### config.mk
export PLATFORM = sky130hd
export DESIGN_NAME = sd_spi_card
export DESIGN_NICKNAME = d
export VERILOG_FILES = /design/src/sd_card_pkg.sv /design/src/sd_spi_card.sv /design/src/sd_read_streamer.sv /design/src/sd_card_fsm.sv /design/src/sd_cmd_receiver.sv /design/src/sck_edge_detect.sv
export VERILOG_INCLUDE_DIRS = /design/src /design/src/include
export SDC_FILE = /design/constraint.sdc
export NUM_CORES = 1
export LEC_CHECK = 0
export BUFFER_PORTS_ARGS = -buffer_cell sky130_fd_sc_hd__buf_2
export CORE_AREA = 2 2 140 142
export DETAILED_ROUTE_END_ITERATION = 6
export DIE_AREA = 0 0 142 144
export GPL_ROUTABILITY_DRIVEN = 0
export HOLD_SLACK_MARGIN = 0.06
export PLACE_DENSITY = 0.65
export SYNTH_ARGS = -nofsm -noshare
export SYNTH_HDL_FRONTEND = slang
export SYNTH_SLANG_ARGS = --single-unit
export TNS_END_PERCENT = 100
### constraint.sdc
create_clock -name clk -period 2.8 [get_ports clk]
set_clock_uncertainty 0.15 [all_clocks]
set_input_delay 0.14 -clock clk [delete_from_list [all_inputs] [get_ports clk]]
set_output_delay 0.14 -clock clk [all_outputs]
set_load 0.02 [all_outputs]
### src/include/sd_card_config.svh
`ifndef SD_CARD_CONFIG_SVH
`define SD_CARD_CONFIG_SVH

// bytes per read block
// 16 or 64 also work and keep simulation short
`define SD_BLOCK_SIZE 512

// start bit, tx bit, index, argument, crc7, end bit
`define SD_CMD_BITS 48

// 0xff bytes between response and token, and between blocks
`define SD_GAP_BYTES 2

`endif
### src/sd_card_pkg.sv
`default_nettype none

package sd_card_pkg;

    typedef logic [31:0] sd_arg_t;      // command argument or block number
    typedef logic [7:0]  sd_r1_t;
    typedef logic [6:0]  sd_crc7_t;
    typedef logic [15:0] sd_crc16_t;
    typedef logic [5:0]  sd_cmd_idx_t;

    localparam sd_cmd_idx_t CMD_GO_IDLE       = 6'd0;
    localparam sd_cmd_idx_t CMD_SEND_IF_COND  = 6'd8;
    localparam sd_cmd_idx_t CMD_STOP_TRAN     = 6'd12;
    localparam sd_cmd_idx_t CMD_READ_MULTI    = 6'd18;
    localparam sd_cmd_idx_t ACMD_SEND_OP_COND = 6'd41;
    localparam sd_cmd_idx_t CMD_APP_CMD       = 6'd55;
    localparam sd_cmd_idx_t CMD_READ_OCR      = 6'd58;

    // r1 status bits
    localparam sd_r1_t R1_READY   = 8'h00;
    localparam sd_r1_t R1_IDLE    = 8'h01;
    localparam sd_r1_t R1_ILLEGAL = 8'h04;
    localparam sd_r1_t R1_CRC_ERR = 8'h08;

    localparam sd_arg_t OCR_VDD = 32'h00FF8000;  // 2.7 to 3.6 V window

    typedef struct packed {
        sd_cmd_idx_t index;
        sd_arg_t     arg;
        logic        crc_ok;
    } sd_cmd_t;

    typedef struct packed {
        sd_r1_t  r1;
        sd_arg_t ocr;
        logic    has_ocr;   // R3 instead of R1
    } sd_resp_t;

    typedef enum logic [1:0] {
        SD_UNKNOWN,
        SD_IDLE,
        SD_READY,
        SD_DATA
    } sd_card_state_e;

    typedef enum logic [1:0] {
        RX_HUNT,
        RX_SHIFT,
        RX_DONE
    } sd_rx_state_e;

    typedef enum logic [2:0] {
        TX_IDLE,
        TX_GAP,
        TX_RESP,
        TX_DGAP,
        TX_TOKEN,
        TX_DATA,
        TX_CRC
    } sd_tx_state_e;

endpackage

`default_nettype wire

### src/sd_spi_card.sv
`timescale 1ns/10ps
`default_nettype none

module sd_spi_card (
    input  logic clk,
    input  logic i_rst_n,
    input  logic i_sck,
    input  logic i_csn,
    input  logic i_mosi,
    output logic o_miso
);
    import sd_card_pkg::*;

    logic     sck_rise;
    logic     sck_fall;
    logic     csn_sync;
    logic     mosi_sync;
    sd_cmd_t  cmd;
    logic     cmd_valid;
    sd_resp_t resp;
    logic     resp_valid;
    logic     rd_start;
    sd_arg_t  rd_addr;
    logic     rd_stop;

    sck_edge_detect u_edge (
        .clk        (clk),
        .i_rst_n    (i_rst_n),
        .i_sck      (i_sck),
        .i_csn      (i_csn),
        .i_mosi     (i_mosi),
        .o_sck_rise (sck_rise),
        .o_sck_fall (sck_fall),
        .o_csn      (csn_sync),
        .o_mosi     (mosi_sync)
    );

    sd_cmd_receiver u_rx (
        .clk         (clk),
        .i_rst_n     (i_rst_n),
        .i_sck_rise  (sck_rise),
        .i_csn       (csn_sync),
        .i_mosi      (mosi_sync),
        .o_cmd       (cmd),
        .o_cmd_valid (cmd_valid)
    );

    sd_card_fsm u_fsm (
        .clk          (clk),
        .i_rst_n      (i_rst_n),
        .i_cmd        (cmd),
        .i_cmd_valid  (cmd_valid),
        .o_resp       (resp),
        .o_resp_valid (resp_valid),
        .o_rd_start   (rd_start),
        .o_rd_addr    (rd_addr),
        .o_rd_stop    (rd_stop)
    );

    sd_read_streamer u_tx (
        .clk          (clk),
        .i_rst_n      (i_rst_n),
        .i_sck_rise   (sck_rise),
        .i_sck_fall   (sck_fall),
        .i_csn        (csn_sync),
        .i_resp       (resp),
        .i_resp_valid (resp_valid),
        .i_rd_start   (rd_start),
        .i_rd_addr    (rd_addr),
        .i_rd_stop    (rd_stop),
        .o_miso       (o_miso)
    );

endmodule

`default_nettype wire

### src/sd_read_streamer.sv
`timescale 1ns/10ps
`default_nettype none
`include "sd_card_config.svh"

module sd_read_streamer (
    input  logic                  clk,
    input  logic                  i_rst_n,
    input  logic                  i_sck_rise,
    input  logic                  i_sck_fall,
    input  logic                  i_csn,
    input  sd_card_pkg::sd_resp_t i_resp,
    input  logic                  i_resp_valid,
    input  logic                  i_rd_start,
    input  sd_card_pkg::sd_arg_t  i_rd_addr,
    input  logic                  i_rd_stop,
    output logic                  o_miso
);
    import sd_card_pkg::*;

    localparam int CNT_W = $clog2(`SD_BLOCK_SIZE);

    sd_tx_state_e     tx_state;
    sd_tx_state_e     next_state;
    logic [2:0]       bit_cnt;      // falls per byte, rises while in gap
    logic [CNT_W-1:0] byte_cnt;
    logic [CNT_W-1:0] next_cnt;
    logic             reading;
    logic             miso_q;
    logic [7:0]       shift_q;
    logic [7:0]       next_byte;
    logic [7:0]       data_byte;
    logic [39:0]      resp_bytes;   // r1 then ocr, msb first
    logic             has_ocr;
    sd_arg_t          blk_addr;
    sd_crc16_t        crc;

    // ccitt 0x1021, data bits msb first
    function automatic sd_crc16_t crc16_byte(input sd_crc16_t crc_in, input logic [7:0] data);
        sd_crc16_t c;
        c = crc_in;
        for (int i = 7; i >= 0; i--) begin
            c = {c[14:0], 1'b0} ^ ((c[15] ^ data[i]) ? 16'h1021 : 16'h0000);
        end
        return c;
    endfunction

    assign data_byte = blk_addr[7:0] + 8'(byte_cnt);

    // byte to load at the next byte boundary
    always_comb begin
        next_byte  = 8'hFF;
        next_state = tx_state;
        next_cnt   = byte_cnt + 1'b1;
        case (tx_state)
            TX_RESP: begin
                next_byte = resp_bytes[39:32];
                if (!has_ocr || byte_cnt == CNT_W'(4)) begin
                    next_state = reading ? TX_DGAP : TX_IDLE;
                    next_cnt   = '0;
                end
            end
            TX_DGAP: begin
                if (byte_cnt == CNT_W'(`SD_GAP_BYTES - 1)) begin
                    next_state = TX_TOKEN;
                    next_cnt   = '0;
                end
            end
            TX_TOKEN: begin
                next_byte  = 8'hFE;
                next_state = TX_DATA;
                next_cnt   = '0;
            end
            TX_DATA: begin
                next_byte = data_byte;
                if (byte_cnt == CNT_W'(`SD_BLOCK_SIZE - 1)) begin
                    next_state = TX_CRC;
                    next_cnt   = '0;
                end
            end
            TX_CRC: begin
                next_byte = byte_cnt[0] ? crc[7:0] : crc[15:8];
                if (byte_cnt[0]) begin
                    next_state = reading ? TX_DGAP : TX_IDLE;
                    next_cnt   = '0;
                end
            end
            default: ;  // idle and gap send 0xff
        endcase
    end

    always_ff @(posedge clk or negedge i_rst_n) begin
        if (!i_rst_n) begin
            tx_state <= TX_IDLE;
            bit_cnt  <= '0;
            byte_cnt <= '0;
            reading  <= 1'b0;
            miso_q   <= 1'b1;
        end else if (i_csn) begin
            tx_state <= TX_IDLE;
            bit_cnt  <= '0;
            reading  <= 1'b0;
            miso_q   <= 1'b1;
        end else if (i_resp_valid) begin
            // drop whatever byte is in flight, realign on the next fall
            tx_state <= TX_GAP;
            bit_cnt  <= '0;
            byte_cnt <= '0;
            reading  <= i_rd_start | (reading & ~i_rd_stop);
        end else if (tx_state == TX_GAP) begin
            if (i_sck_fall) begin
                miso_q <= 1'b1;
            end
            if (i_sck_rise) begin
                bit_cnt <= bit_cnt + 3'd1;
                if (bit_cnt == 3'd7) begin
                    tx_state <= TX_RESP;
                end
            end
        end else if (i_sck_fall) begin
            bit_cnt <= bit_cnt + 3'd1;
            if (bit_cnt == 3'd0) begin
                miso_q   <= next_byte[7];
                tx_state <= next_state;
                byte_cnt <= next_cnt;
            end else begin
                miso_q <= shift_q[7];
            end
        end
    end

    always_ff @(posedge clk) begin
        if (i_resp_valid) begin
            resp_bytes <= {i_resp.r1, i_resp.ocr};
            has_ocr    <= i_resp.has_ocr;
            if (i_rd_start) begin
                blk_addr <= i_rd_addr;
            end
        end else if (i_sck_fall && tx_state != TX_GAP) begin
            if (bit_cnt == 3'd0) begin
                shift_q <= {next_byte[6:0], 1'b1};
                case (tx_state)
                    TX_RESP:  resp_bytes <= {resp_bytes[31:0], 8'hFF};
                    TX_TOKEN: crc <= '0;
                    TX_DATA:  crc <= crc16_byte(crc, data_byte);
                    TX_CRC: begin
                        if (byte_cnt[0]) begin
                            blk_addr <= blk_addr + 32'd1;  // next block
                        end
                    end
                    default: ;
                endcase
            end else begin
                shift_q <= {shift_q[6:0], 1'b1};
            end
        end
    end

    assign o_miso = miso_q;

    // start address and stop are only taken together with a response
    a_rd_ctrl_with_resp: assert property (@(posedge clk) disable iff (!i_rst_n)
        (i_rd_start || i_rd_stop) |-> i_resp_valid);

endmodule

`default_nettype wire

### src/sd_card_fsm.sv
`timescale 1ns/10ps
`default_nettype none
`include "sd_card_config.svh"

module sd_card_fsm (
    input  logic                  clk,
    input  logic                  i_rst_n,
    input  sd_card_pkg::sd_cmd_t  i_cmd,
    input  logic                  i_cmd_valid,
    output sd_card_pkg::sd_resp_t o_resp,
    output logic                  o_resp_valid,
    output logic                  o_rd_start,
    output sd_card_pkg::sd_arg_t  o_rd_addr,
    output logic                  o_rd_stop
);
    import sd_card_pkg::*;

    sd_card_state_e state;
    sd_card_state_e state_n;
    logic           app_flag;   // last command was CMD55
    logic           app_n;
    logic           hcs;
    logic           hcs_n;
    logic           start_n;
    logic           stop_n;
    sd_r1_t         idle_r1;
    sd_resp_t       resp_n;
    sd_arg_t        rd_addr_n;

    assign idle_r1 = (state == SD_IDLE) ? R1_IDLE : R1_READY;

    // byte address for standard capacity, block number otherwise
    assign rd_addr_n = hcs ? i_cmd.arg : i_cmd.arg / `SD_BLOCK_SIZE;

    always_comb begin
        state_n = state;
        app_n   = app_flag;
        hcs_n   = hcs;
        start_n = 1'b0;
        stop_n  = 1'b0;
        resp_n  = '{r1: R1_ILLEGAL | idle_r1, ocr: '0, has_ocr: 1'b0};
        if (i_cmd_valid) begin
            app_n = 1'b0;
            case (i_cmd.index)
                CMD_GO_IDLE: begin
                    if (i_cmd.crc_ok) begin
                        state_n   = SD_IDLE;
                        stop_n    = (state == SD_DATA);
                        resp_n.r1 = R1_IDLE;
                    end else begin
                        resp_n.r1 = R1_CRC_ERR | idle_r1;
                    end
                end
                CMD_SEND_IF_COND: begin
                    resp_n.r1 = i_cmd.crc_ok ? idle_r1 : (R1_CRC_ERR | idle_r1);
                end
                CMD_APP_CMD: begin
                    app_n     = 1'b1;
                    resp_n.r1 = idle_r1;
                end
                ACMD_SEND_OP_COND: begin
                    resp_n.r1 = idle_r1;    // idle bit from before the transition
                    if (app_flag && state == SD_IDLE) begin
                        state_n = SD_READY;
                        hcs_n   = i_cmd.arg[30];
                    end
                end
                CMD_READ_OCR: begin
                    resp_n = '{
                        r1:      idle_r1,
                        ocr:     OCR_VDD | {state != SD_IDLE, hcs, 30'd0},
                        has_ocr: 1'b1
                    };
                end
                CMD_READ_MULTI: begin
                    if (state == SD_READY) begin
                        state_n   = SD_DATA;
                        start_n   = 1'b1;
                        resp_n.r1 = R1_READY;
                    end
                end
                CMD_STOP_TRAN: begin
                    if (state == SD_DATA) begin
                        state_n   = SD_READY;
                        stop_n    = 1'b1;
                        resp_n.r1 = R1_READY;
                    end
                end
                default: ;  // illegal command
            endcase
        end
    end

    always_ff @(posedge clk or negedge i_rst_n) begin
        if (!i_rst_n) begin
            state        <= SD_UNKNOWN;
            app_flag     <= 1'b0;
            hcs          <= 1'b0;
            o_resp_valid <= 1'b0;
            o_rd_start   <= 1'b0;
            o_rd_stop    <= 1'b0;
        end else begin
            state        <= state_n;
            app_flag     <= app_n;
            hcs          <= hcs_n;
            o_resp_valid <= i_cmd_valid;
            o_rd_start   <= start_n;
            o_rd_stop    <= stop_n;
        end
    end

    always_ff @(posedge clk) begin
        if (i_cmd_valid) begin
            o_resp <= resp_n;
        end
        if (start_n) begin
            o_rd_addr <= rd_addr_n;
        end
    end

    // a held strobe would run the command twice
    a_cmd_strobe: assert property (@(posedge clk) disable iff (!i_rst_n)
        i_cmd_valid |=> !i_cmd_valid);

endmodule

`default_nettype wire

### src/sd_cmd_receiver.sv
`timescale 1ns/10ps
`default_nettype none
`include "sd_card_config.svh"

module sd_cmd_receiver (
    input  logic                 clk,
    input  logic                 i_rst_n,
    input  logic                 i_sck_rise,
    input  logic                 i_csn,
    input  logic                 i_mosi,
    output sd_card_pkg::sd_cmd_t o_cmd,
    output logic                 o_cmd_valid
);
    import sd_card_pkg::*;

    localparam int CRC_BITS = `SD_CMD_BITS - 8;  // start, tx, index and argument

    sd_rx_state_e            rx_state;
    logic [`SD_CMD_BITS-1:0] frame;
    logic [5:0]              bit_cnt;
    logic                    last_bit;   // previous mosi while hunting
    sd_crc7_t                crc;

    // x^7 + x^3 + 1, one bit per call
    function automatic sd_crc7_t crc7_next(input sd_crc7_t c, input logic b);
        return {c[5:0], 1'b0} ^ ((c[6] ^ b) ? 7'h09 : 7'h00);
    endfunction

    always_ff @(posedge clk or negedge i_rst_n) begin
        if (!i_rst_n) begin
            rx_state <= RX_HUNT;
            bit_cnt  <= '0;
            last_bit <= 1'b1;
            crc      <= '0;
        end else if (i_csn) begin
            rx_state <= RX_HUNT;
            last_bit <= 1'b1;
        end else begin
            case (rx_state)
                RX_HUNT: begin
                    if (i_sck_rise) begin
                        last_bit <= i_mosi;
                        if (!last_bit && i_mosi) begin  // start bit then tx bit
                            rx_state <= RX_SHIFT;
                            bit_cnt  <= 6'd2;
                            crc      <= crc7_next(crc7_next('0, 1'b0), 1'b1);
                        end
                    end
                end
                RX_SHIFT: begin
                    if (i_sck_rise) begin
                        bit_cnt <= bit_cnt + 6'd1;
                        if (bit_cnt < CRC_BITS) begin
                            crc <= crc7_next(crc, i_mosi);
                        end
                        if (bit_cnt == 6'(`SD_CMD_BITS - 1)) begin
                            // a frame without its end bit is dropped
                            rx_state <= i_mosi ? RX_DONE : RX_HUNT;
                        end
                    end
                end
                default: rx_state <= RX_HUNT;   // done lasts one clk
            endcase
        end
    end

    always_ff @(posedge clk) begin
        if (i_sck_rise && !i_csn) begin
            frame <= {frame[`SD_CMD_BITS-2:0], i_mosi};
        end
    end

    assign o_cmd_valid = (rx_state == RX_DONE);
    assign o_cmd = '{
        index:  frame[45:40],
        arg:    frame[39:8],
        crc_ok: (frame[7:1] == crc)
    };

    // host keeps the card selected past the end bit
    a_cmd_selected: assert property (@(posedge clk) disable iff (!i_rst_n)
        o_cmd_valid |-> !i_csn);

endmodule

`default_nettype wire

### src/sck_edge_detect.sv
`timescale 1ns/10ps
`default_nettype none

module sck_edge_detect (
    input  logic clk,
    input  logic i_rst_n,
    input  logic i_sck,
    input  logic i_csn,
    input  logic i_mosi,
    output logic o_sck_rise,
    output logic o_sck_fall,
    output logic o_csn,
    output logic o_mosi
);

    logic [2:0] sck_sync;   // bit 2 is the previous synchronized level
    logic [1:0] csn_sync;
    logic [1:0] mosi_sync;

    always_ff @(posedge clk or negedge i_rst_n) begin
        if (!i_rst_n) begin
            sck_sync   <= '0;
            csn_sync   <= '1;
            mosi_sync  <= '1;
            o_sck_rise <= 1'b0;
            o_sck_fall <= 1'b0;
        end else begin
            sck_sync   <= {sck_sync[1:0], i_sck};
            csn_sync   <= {csn_sync[0], i_csn};
            mosi_sync  <= {mosi_sync[0], i_mosi};
            o_sck_rise <= sck_sync[1] & ~sck_sync[2];
            o_sck_fall <= ~sck_sync[1] & sck_sync[2];
        end
    end

    assign o_csn  = csn_sync[1];
    assign o_mosi = mosi_sync[1];

    // sck must stay high at least 4 clk, so no fall within 3 clk of a rise
    a_sck_level_hold: assert property (@(posedge clk) disable iff (!i_rst_n)
        o_sck_rise |-> !o_sck_fall [*4]);

endmodule

`default_nettype wire

# Yosys cells after proc, flatten, opt, wreduce, memory -nomap -nowiden
# Index checks and enable logic that the tools add are counted.
# W data, S select, Z words.
# classes
add_sub_neg,5
order_cmp,1
n_eq_ne,46
mux,98
bitwise,27
n_reduce_logical,42
# ops
operator,count
$mux W32,6
$mux W40,4
$xor A16 B16 Y16,8
$mux W13,8
$mux W9,8
$mux W3,16
$pmux W9 S5,1
$mux W8,5
$pmux W8 S5,1
$add A32 B1 Y32 const B,1
$pmux W16 S2,1
$pmux W8 S4,1
$mux W7,4
$mux W25,1
$eq A6 B6 Y1 const B,4
$reduce_bool A2 Y1,12
$mux W23,1
$mux W2,11
$ne A5 B3 Y1 const B,4
$mux W1,19
$mux W6,3
$pmux W3 S5,1
$ne A2 B1 Y1 const B,7
$pmux W7 S2,1
46 further kinds,91
# word_totals
register_bits,265
word_cells,251

# Logic depth before layout (Yosys ltp)
# Gate-level depths: netlist of the first run.
# depth
depth_word,26
ltp_mapped,10
mapped_depth_nobuf,9

# Cells and area by module
# From an unflattened synthesis of the first run, not the netlist that was laid out.
# unflattened
cells_unflattened,803
hier_area_um2,10271.1
# modules_own_cells
module,n_inst,area_per_inst_um2,cells_per_inst
sd_read_streamer,1,5141.2,447
sd_cmd_receiver,1,2598.7,173
sd_card_fsm,1,2285.9,172
sck_edge_detect,1,245.2,11

# Worst setup path after synthesis of the first run
# Ideal clock, no wire load.
# synth_path
path_kind,reg2reg
from,register u_tx.tx_state[0]
to,"register u_tx.resp_bytes[14], enable pin"
t_required_ns,2.224
arrival_ns,2.491
path_slack_ns,-0.267
setup_time_ns,0.426
n_path_buf,2
path_stages_with_launch,5
path_cell_list,dfrtp_1 clkbuf_1 nand2b_1 clkbuf_1 o41ai_1
# synth_via
elab_chain_cells,4
elab_cells_between_ends,6
# synth_rtl
element,line,text
"start, declared",sd_read_streamer.sv:22,sd_tx_state_e tx_state;
"start signal, assigned",sd_read_streamer.sv:123,tx_state <= next_state;
$ne A3 B1 Y1,sd_read_streamer.sv:138,end else if (i_sck_fall && tx_state != TX_GAP) begin
$logic_and A1 B1 Y1,sd_read_streamer.sv:138,
$reduce_bool A2 Y1 (no source line),-,
$reduce_and A3 Y1 (no source line) (*),-,
"end signal, assigned",sd_read_streamer.sv:133,"resp_bytes <= {i_resp.r1, i_resp.ocr};"
"end signal, assigned",sd_read_streamer.sv:142,"TX_RESP: resp_bytes <= {resp_bytes[31:0], 8'hFF};"
"end, declared",sd_read_streamer.sv:32,logic [39:0] resp_bytes;
# Mark *: on every way between the ends. The rest lies on a longest branch, timed or not.
# A chain may end at the register's enable or synchronous reset.

# Worst setup path in the final report of the first run
# layout_path
from,register u_tx.blk_addr[3]
to,register u_tx.crc[7] (data pin)
# layout_via
elab_chain_cells,13
elab_cells_between_ends,16
# layout_rtl
element,line,text
"start, declared",sd_read_streamer.sv:34,sd_arg_t blk_addr;
"start signal, assigned",sd_read_streamer.sv:136,blk_addr <= i_rd_addr;
"start signal, assigned",sd_read_streamer.sv:147,blk_addr <= blk_addr + 32'd1;
$add A8 B8 Y8 (*),sd_read_streamer.sv:47,assign data_byte = blk_addr[7:0] + 8'(byte_cnt);
$xor A1 B1 Y1,sd_read_streamer.sv:42,"c = {c[14:0], 1'b0} ^ ((c[15] ^ data[i]) ? 16'h1021 : 16'h0000);"
$mux W13,sd_read_streamer.sv:42,
$xor A16 B16 Y16 (*) (4 in a row),sd_read_streamer.sv:42,
$xor A1 B1 Y1,sd_read_streamer.sv:42,
$mux W13,sd_read_streamer.sv:42,
$xor A16 B16 Y16 (*) (3 in a row),sd_read_streamer.sv:42,
$pmux W16 S2 (*),sd_read_streamer.sv:141,case (tx_state)
"end signal, assigned",sd_read_streamer.sv:144,"TX_DATA: crc <= crc16_byte(crc, data_byte);"
"end, declared",sd_read_streamer.sv:35,sd_crc16_t crc;
# Marks and branches as above.

==> results of run 1 <==
[state kept, by name (all words and copies together) (netlist names), 2 cells and up]
signal and cells:
u_tx.shift_q 7, u_rx.frame 46, u_tx.resp_bytes 14, u_rx.bit_cnt 6, u_tx.bit_cnt 3, u_tx.crc 16, u_tx.blk_addr 8, u_rx.rx_state 2
u_tx.tx_state 3, u_edge.sck_sync 3, u_edge.mosi_sync 2, u_fsm.state 2, u_fsm.o_resp 6, u_tx.byte_cnt 9, u_rx.crc 7, u_fsm.o_rd_addr 8
u_edge.csn_sync 2
[per-layer routing]
layer / track usage / routed length (µm) / up-vias
li1: - / - / 2300
met1: 0.190 / 6510 / 2338
met2: 0.246 / 7060 / 90
met3: 0.0447 / 572 / 21
met4: 0.0484 / 268 / 0
met5: 0 / 0 / -
[kinds of logic (layout without fill, tap and decap cells)]
family	after synthesis	count (layout)	share of synthesized area
mux	28	28	0.0412
buf+inv	47	93	0.0241
compound gates	111	111	0.100
flops	155	155	0.594
fa+ha+maj	18	18	0.0313
xor+xnor	46	46	0.0631
simple gates	207	207	0.146
[where the power goes]
group	switching, W	internal, W
sequential	0.0000513	0.00251
combinational	0.000693	0.000713
clock	0.000975	0.00136
[critical path, stage by stage (launching register included)]
cell and delay [ps]:
edfxtp_1 460, ha_1 290, or2_1 260, o221a_4 260, nor4bb_2 170, buf_4 150
nor4_4 260, buf_4 200, xnor2_4 140, mux2i_1 200
[cell type report]
class / count / area, µm²
fill: 1710 / 10500
sequential: 155 / 4420
multi-input combinational: 410 / 2910
clock buffer: 18 / 429
tap: 238 / 298
timing repair buffer: 37 / 275
clock inverter: 14 / 178
inverter: 24 / 90.1
[per-stage QoR]
stage                     setup slack (ps)  setup TNS, ps  utilization  hold WS, ps
after floorplan                       98.4              0            -         -306
after global placement                 126              0        0.412         70.9
after detailed placement              32.9              0        0.412         78.4
after CTS                             9.57              0        0.446          193
after global routing                 -22.9          -59.1        0.451          197
final                                  101              0        0.451          159
[final timing paths]
check                              startpoint                  to
setup / recovery             u_tx.blk_addr[3]         u_tx.crc[7]
hold / removal                        i_rst_n           u_fsm.hcs
setup reg to reg             u_tx.blk_addr[3]         u_tx.crc[7]
hold reg to reg            u_edge.sck_sync[0]  u_edge.sck_sync[1]
max in group asynchronous             i_rst_n  u_edge.csn_sync[1]
min in group clk           u_edge.sck_sync[0]  u_edge.sck_sync[1]
[layout by cell type (no fill, tap or decap), types with 6 or more instances in the layout]
cell	synthesis	layout
nand2_1	57	57
nor3_1	12	11
dfstp_2	6	6
o21a_1	6	6
buf_4	0	28
nor2_1	39	39
a21oi_1	16	16
o21ai_0	40	40
nand4_1	8	8
dfrtp_1	43	43
xor2_1	12	12
nand3_1	22	22
nor2b_1	17	16
nand2b_1	14	14
mux2i_1	13	13
mux2_2	13	13
and2_1	7	7
ha_1	17	14
xnor2_1	29	28
edfxtp_1	106	106
a21o_1	6	6
inv_1	24	24
clkbuf_16	0	17
[what timing repair did]
item                                   4_1_cts  5_1_grt
setup endpoints to repair                    0       11
hold buffers                                 4        0
setup buffers                                0        3
gates resized for setup                      0       12
endpoints found under the hold margin       29        0
==> impl_metrics.env, run 1 <==
export IMPL_worstSetupPathType="reg2reg"
export IMPL_yosysWarnings=0
export IMPL_dr_pass1_iters=5
export IMPL_final_nets=668
export IMPL_power_per_cell_area_mw_per_mm2=732
export IMPL_crit_fanout=5
export IMPL_rows=51
export IMPL_synth_fp_nets=635
export IMPL_cp_start_kind="flop"
export IMPL_yosysMostFrequentCell="edfxtp_1"
export IMPL_start_util=0.390
export IMPL_ir_drop_v=0.000458
export IMPL_antenna_left=0
export IMPL_synth_top_area_cell="edfxtp_1"
export IMPL_core_area_mm2=0.0191
export IMPL_r2r_slack_ps=100
export IMPL_synthCells=612
export IMPL_io_pins=6
export IMPL_leakage_nw=3.16
export IMPL_drc=0
export IMPL_min_period_ps=2700
export IMPL_max_slew_margin=0.542
export IMPL_cts_tree="built"
export IMPL_placed_cell_area_mm2=0.00787
export IMPL_clock_latency_ps=420
export IMPL_final_max_slew_viol_count=0
export IMPL_port_buffers=5
export IMPL_postSynth_asyncResetShare=0.316
export IMPL_maxCapViolations=0
export IMPL_placedCellCount=857
export IMPL_die_area_mm2=0.0204
export IMPL_drt_iter0_drc=282
export IMPL_cts_root_buf="clkbuf_16"
export IMPL_viasPerCell=5.30
export IMPL_finalPower_w=0.00630
export IMPL_cts_buffers=17
export IMPL_netlist_area_mm2=0.00744
export IMPL_clk_path_buf_depth=2
export IMPL_die_h_um=144
export IMPL_yosysSeqAreaShare=0.594
export IMPL_antenna_found_initial=0
export IMPL_worst_slew_pin_slew_ps=687
export IMPL_hp_class="in2async"
export IMPL_synth_top_area_share=0.428
export IMPL_drive_above_1_share=0.167
export IMPL_dp_hpwl_mm=9.81
export IMPL_vias=4749
export IMPL_finalSetupViolations=0
export IMPL_htreeDepth=4
export IMPL_fin_crit_sh=0.964
export IMPL_status="complete, no violations"
export IMPL_worstPathArrival_ps=2810
export IMPL_die_w_um=142
export IMPL_synth_edf_count=106
export IMPL_endpoint_kind="flop"
export IMPL_synth_flop_cell="edfxtp_1"
export IMPL_synth_area_top_cells="edfxtp_1, dfrtp_1, xnor2_1"
export IMPL_first_global_vias=4799
export IMPL_synth_seq_cells=155
export IMPL_syn2layout_area_growth_pct=15.7
export IMPL_antenna_cells=0
export IMPL_clkTransAtPathRegs_ps=70
export IMPL_synth_common_cells="edfxtp_1, nand2_1, dfrtp_1"
export IMPL_drt_wl_total_mm=14.4
export IMPL_required_ps=2910
export IMPL_clock_sinks=155
export IMPL_grt_total_usage=0.149
export IMPL_yosysUniqueCellTypes=72
export IMPL_final_area_mm2=0.00860
export IMPL_grt_max_degree=47
export IMPL_syn_avg_cell_area_um2=12.2
export IMPL_r2r_cells=9
export IMPL_overflow=0
export IMPL_timing_fmax_mhz=370
export IMPL_grt_first_pass_wirelength_mm=23.7
export IMPL_wire_per_inst_um=16.1
export IMPL_instances_no_fill=896
export IMPL_hold_viol=0
Power figures use the tool's default switching activity.
==> inputs of run 2 (changes only) <==
Settings changed: CTS_CLUSTER_DIAMETER set to 120, GPL_TIMING_DRIVEN set to 0.
==> run 2 against run 1 <==
Global-route usage decreased by 0.22 points. Via count grew 0.84%. Worst setup slack better by 27 ps. Sequential cell count unchanged.
==> impl_metrics.env, run 2 (synthesized netlist as in run 1, its figures left out) <==
export IMPL_status="complete, no violations"
export IMPL_timing_critical_path_from="u_tx.blk_addr[3]"
export IMPL_cts_tree="built"
export IMPL_rr_startpoint="u_tx.blk_addr[3]"
export IMPL_grt_util_met3=0.0387
export IMPL_cp_cell_sequence="ha_1 > o211ai_1 > o21a_1 > o21ai_0 > xor3_1 > xor3_1 > nor2_1"
export IMPL_viasPerCell=5.34
export IMPL_max_slew_margin=0.227
export IMPL_worstPathArrival_ps=2790
export IMPL_finalPower_w=0.00613
export IMPL_die_area_mm2=0.0204
export IMPL_min_period_ps=2670
export IMPL_placed_cell_area_mm2=0.00780
export IMPL_final_area_mm2=0.00856
export IMPL_grt_total_usage=0.147
export IMPL_crit_slowest_cell="edfxtp_1"
export IMPL_slowest_delay_ps=490
export IMPL_p_comb_frac=0.217
export IMPL_grt_first_pass_wirelength_mm=23.4
export IMPL_timing_fmax_mhz=374
export IMPL_placedCellCount=856
export IMPL_hp_class="reg2reg"
export IMPL_cp_num_buf_inv=0
export IMPL_cts_root_buf="clkbuf_16"
export IMPL_die_h_um=144
export IMPL_required_ps=2920
export IMPL_worst_slew_pin_slew_ps=1160
export IMPL_r2r_slack_ps=130
export IMPL_reg_largest_list="u_rx.frame (46), u_tx.crc (16), u_tx.resp_bytes (14)"
export IMPL_final_max_slew_viol_count=0
export IMPL_dp_hpwl_mm=9.87
export IMPL_worstSetupPathType="reg2reg"
export IMPL_finalSetupViolations=0
export IMPL_switchingPower_w=0.00171
export IMPL_tns_ps=0
export IMPL_regMostFlops="u_rx.frame"
export IMPL_drt_wl_total_mm=14.3
export IMPL_cp_top_family="XOR/XNOR gates"
export IMPL_drc=0
export IMPL_io_pins=6
export IMPL_overflow=0
export IMPL_drive_above_1_share=0.144
export IMPL_met1_usage=0.184
export IMPL_clock_latency_ps=430
export IMPL_crit_fanout=5
export IMPL_drt_iter0_drc=284
export IMPL_worstSetupEndpoint="u_tx.crc[8]"
export IMPL_final_nets=668
export IMPL_hold_viol=0
export IMPL_syn2layout_area_growth_pct=15.1
export IMPL_wire_per_inst_um=16.0
export IMPL_instances_no_fill=896
export IMPL_grt_use_met2=0.248
export IMPL_p_int_w=0.00442
export IMPL_critical_path_depth=7
export IMPL_rsz0062_at_grt="true"
export IMPL_antenna_found_initial=0
export IMPL_power_frac_seq=0.419
export IMPL_antenna_left=0
export IMPL_r2r_cells=7
export IMPL_busiest_layer="met2"
export IMPL_first_global_vias=4859
export IMPL_clk_path_buf_depth=2
export IMPL_swShare=0.279
export IMPL_final_common_cell="edfxtp_1"
export IMPL_vias=4789
export IMPL_power_per_cell_area_mw_per_mm2=716
export IMPL_crit_top_cell="xor3_1"
export IMPL_start_util=0.390
export IMPL_place_ws_ps=-153
export IMPL_layout_common_cells="edfxtp_1, nand2_1, dfrtp_1, nor2_1, o21ai_0"
export IMPL_antenna_cells=0
export IMPL_r2r_end="u_tx.crc[8]"
export IMPL_clkTransAtPathRegs_ps=70
export IMPL_htreeDepth=4
export IMPL_dr_pass1_iters=7
export IMPL_leakage_nw=3.13
export IMPL_final_setup_worst_slack_ps=127
export IMPL_die_w_um=142
export IMPL_maxCapViolations=0
export IMPL_largest_reg_flops=46
export IMPL_fin_crit_sh=0.955
export IMPL_cts_buffers=17
export IMPL_clkPwrFrac=0.364
export IMPL_rows=51
export IMPL_clock_sinks=155
export IMPL_port_buffers=5
export IMPL_grt_max_degree=50
export IMPL_ir_drop_v=0.000546
export IMPL_endpoint_kind="flop"
export IMPL_cp_start_kind="flop"
export IMPL_core_area_mm2=0.0191
==> run 2: stage by stage <==
step	utilization	hold WS (ps)
5_1_grt	0.449	210
3_3_place_gp	0.407	97.0
3_5_place_dp	0.409	97.6
4_1_cts	0.444	199
6_report	0.449	206
2_1_floorplan	-	-306
==> run 2: worst min path at each step <==
| stage | from | end | depth (start not counted) |
|---|---|---|---|
| 3_5_place_dp | i_csn | u_edge.csn_sync[0] | 1 |
| 2_1_floorplan | i_rst_n | u_edge.o_sck_fall | 0 |
| 6_report | u_edge.mosi_sync[0] | u_edge.mosi_sync[1] | 0 |
| 5_1_grt | i_mosi | u_edge.mosi_sync[0] | 2 |
| 3_3_place_gp | i_csn | u_edge.csn_sync[0] | 1 |
| 4_1_cts | i_sck | u_edge.sck_sync[0] | 2 |
==> run 2: layout make-up <==
cell class	count	area, µm²
Clock inverter	15	146
Tap cell	238	298
Multi-Input combinational cell	410	2980
Buffer	22	87.6
Fill cell	1723	10500
Clock buffer	17	425
Timing Repair Buffer	15	118
Inverter	24	90.1
Sequential cell	155	4420
==> run 2: worst register-to-register path: stages (launching register included) <==
cell and delay, ps:
edfxtp_1 490, ha_1 420, o211ai_1 170, o21a_1 230, o21ai_0 180, xor3_1 360
xor3_1 390, nor2_1 120
==> run 2: power by group through the flow <==
stage          combinational, W  sequential, W  clock (W)
3_5_place_dp            0.00116        0.00262          0
6_report                0.00133        0.00257    0.00223
4_1_cts                 0.00126        0.00257    0.00227
5_1_grt                 0.00143        0.00258    0.00238
3_3_place_gp            0.00112        0.00262          0
2_1_floorplan          0.000948        0.00260          0
==> run 2: what timing repair did <==
item / 4_1_cts / 5_1_grt
hold endpoints to repair: 46 / 0
setup buffers: 4 / 1
hold buffers: 4 / 0
resized for setup: 5 / 16
gates cloned: 0 / 0
pin swaps: 2 / 2
endpoints found under the setup margin: 6 / 29
==> run 2: per-layer routing <==
metal  vias to the layer above  part of all wire
met2                        75              0.49
met1                      2404              0.46
met5                         -                 0
li1                       2295                 -
met3                        15             0.030
met4                         0             0.013
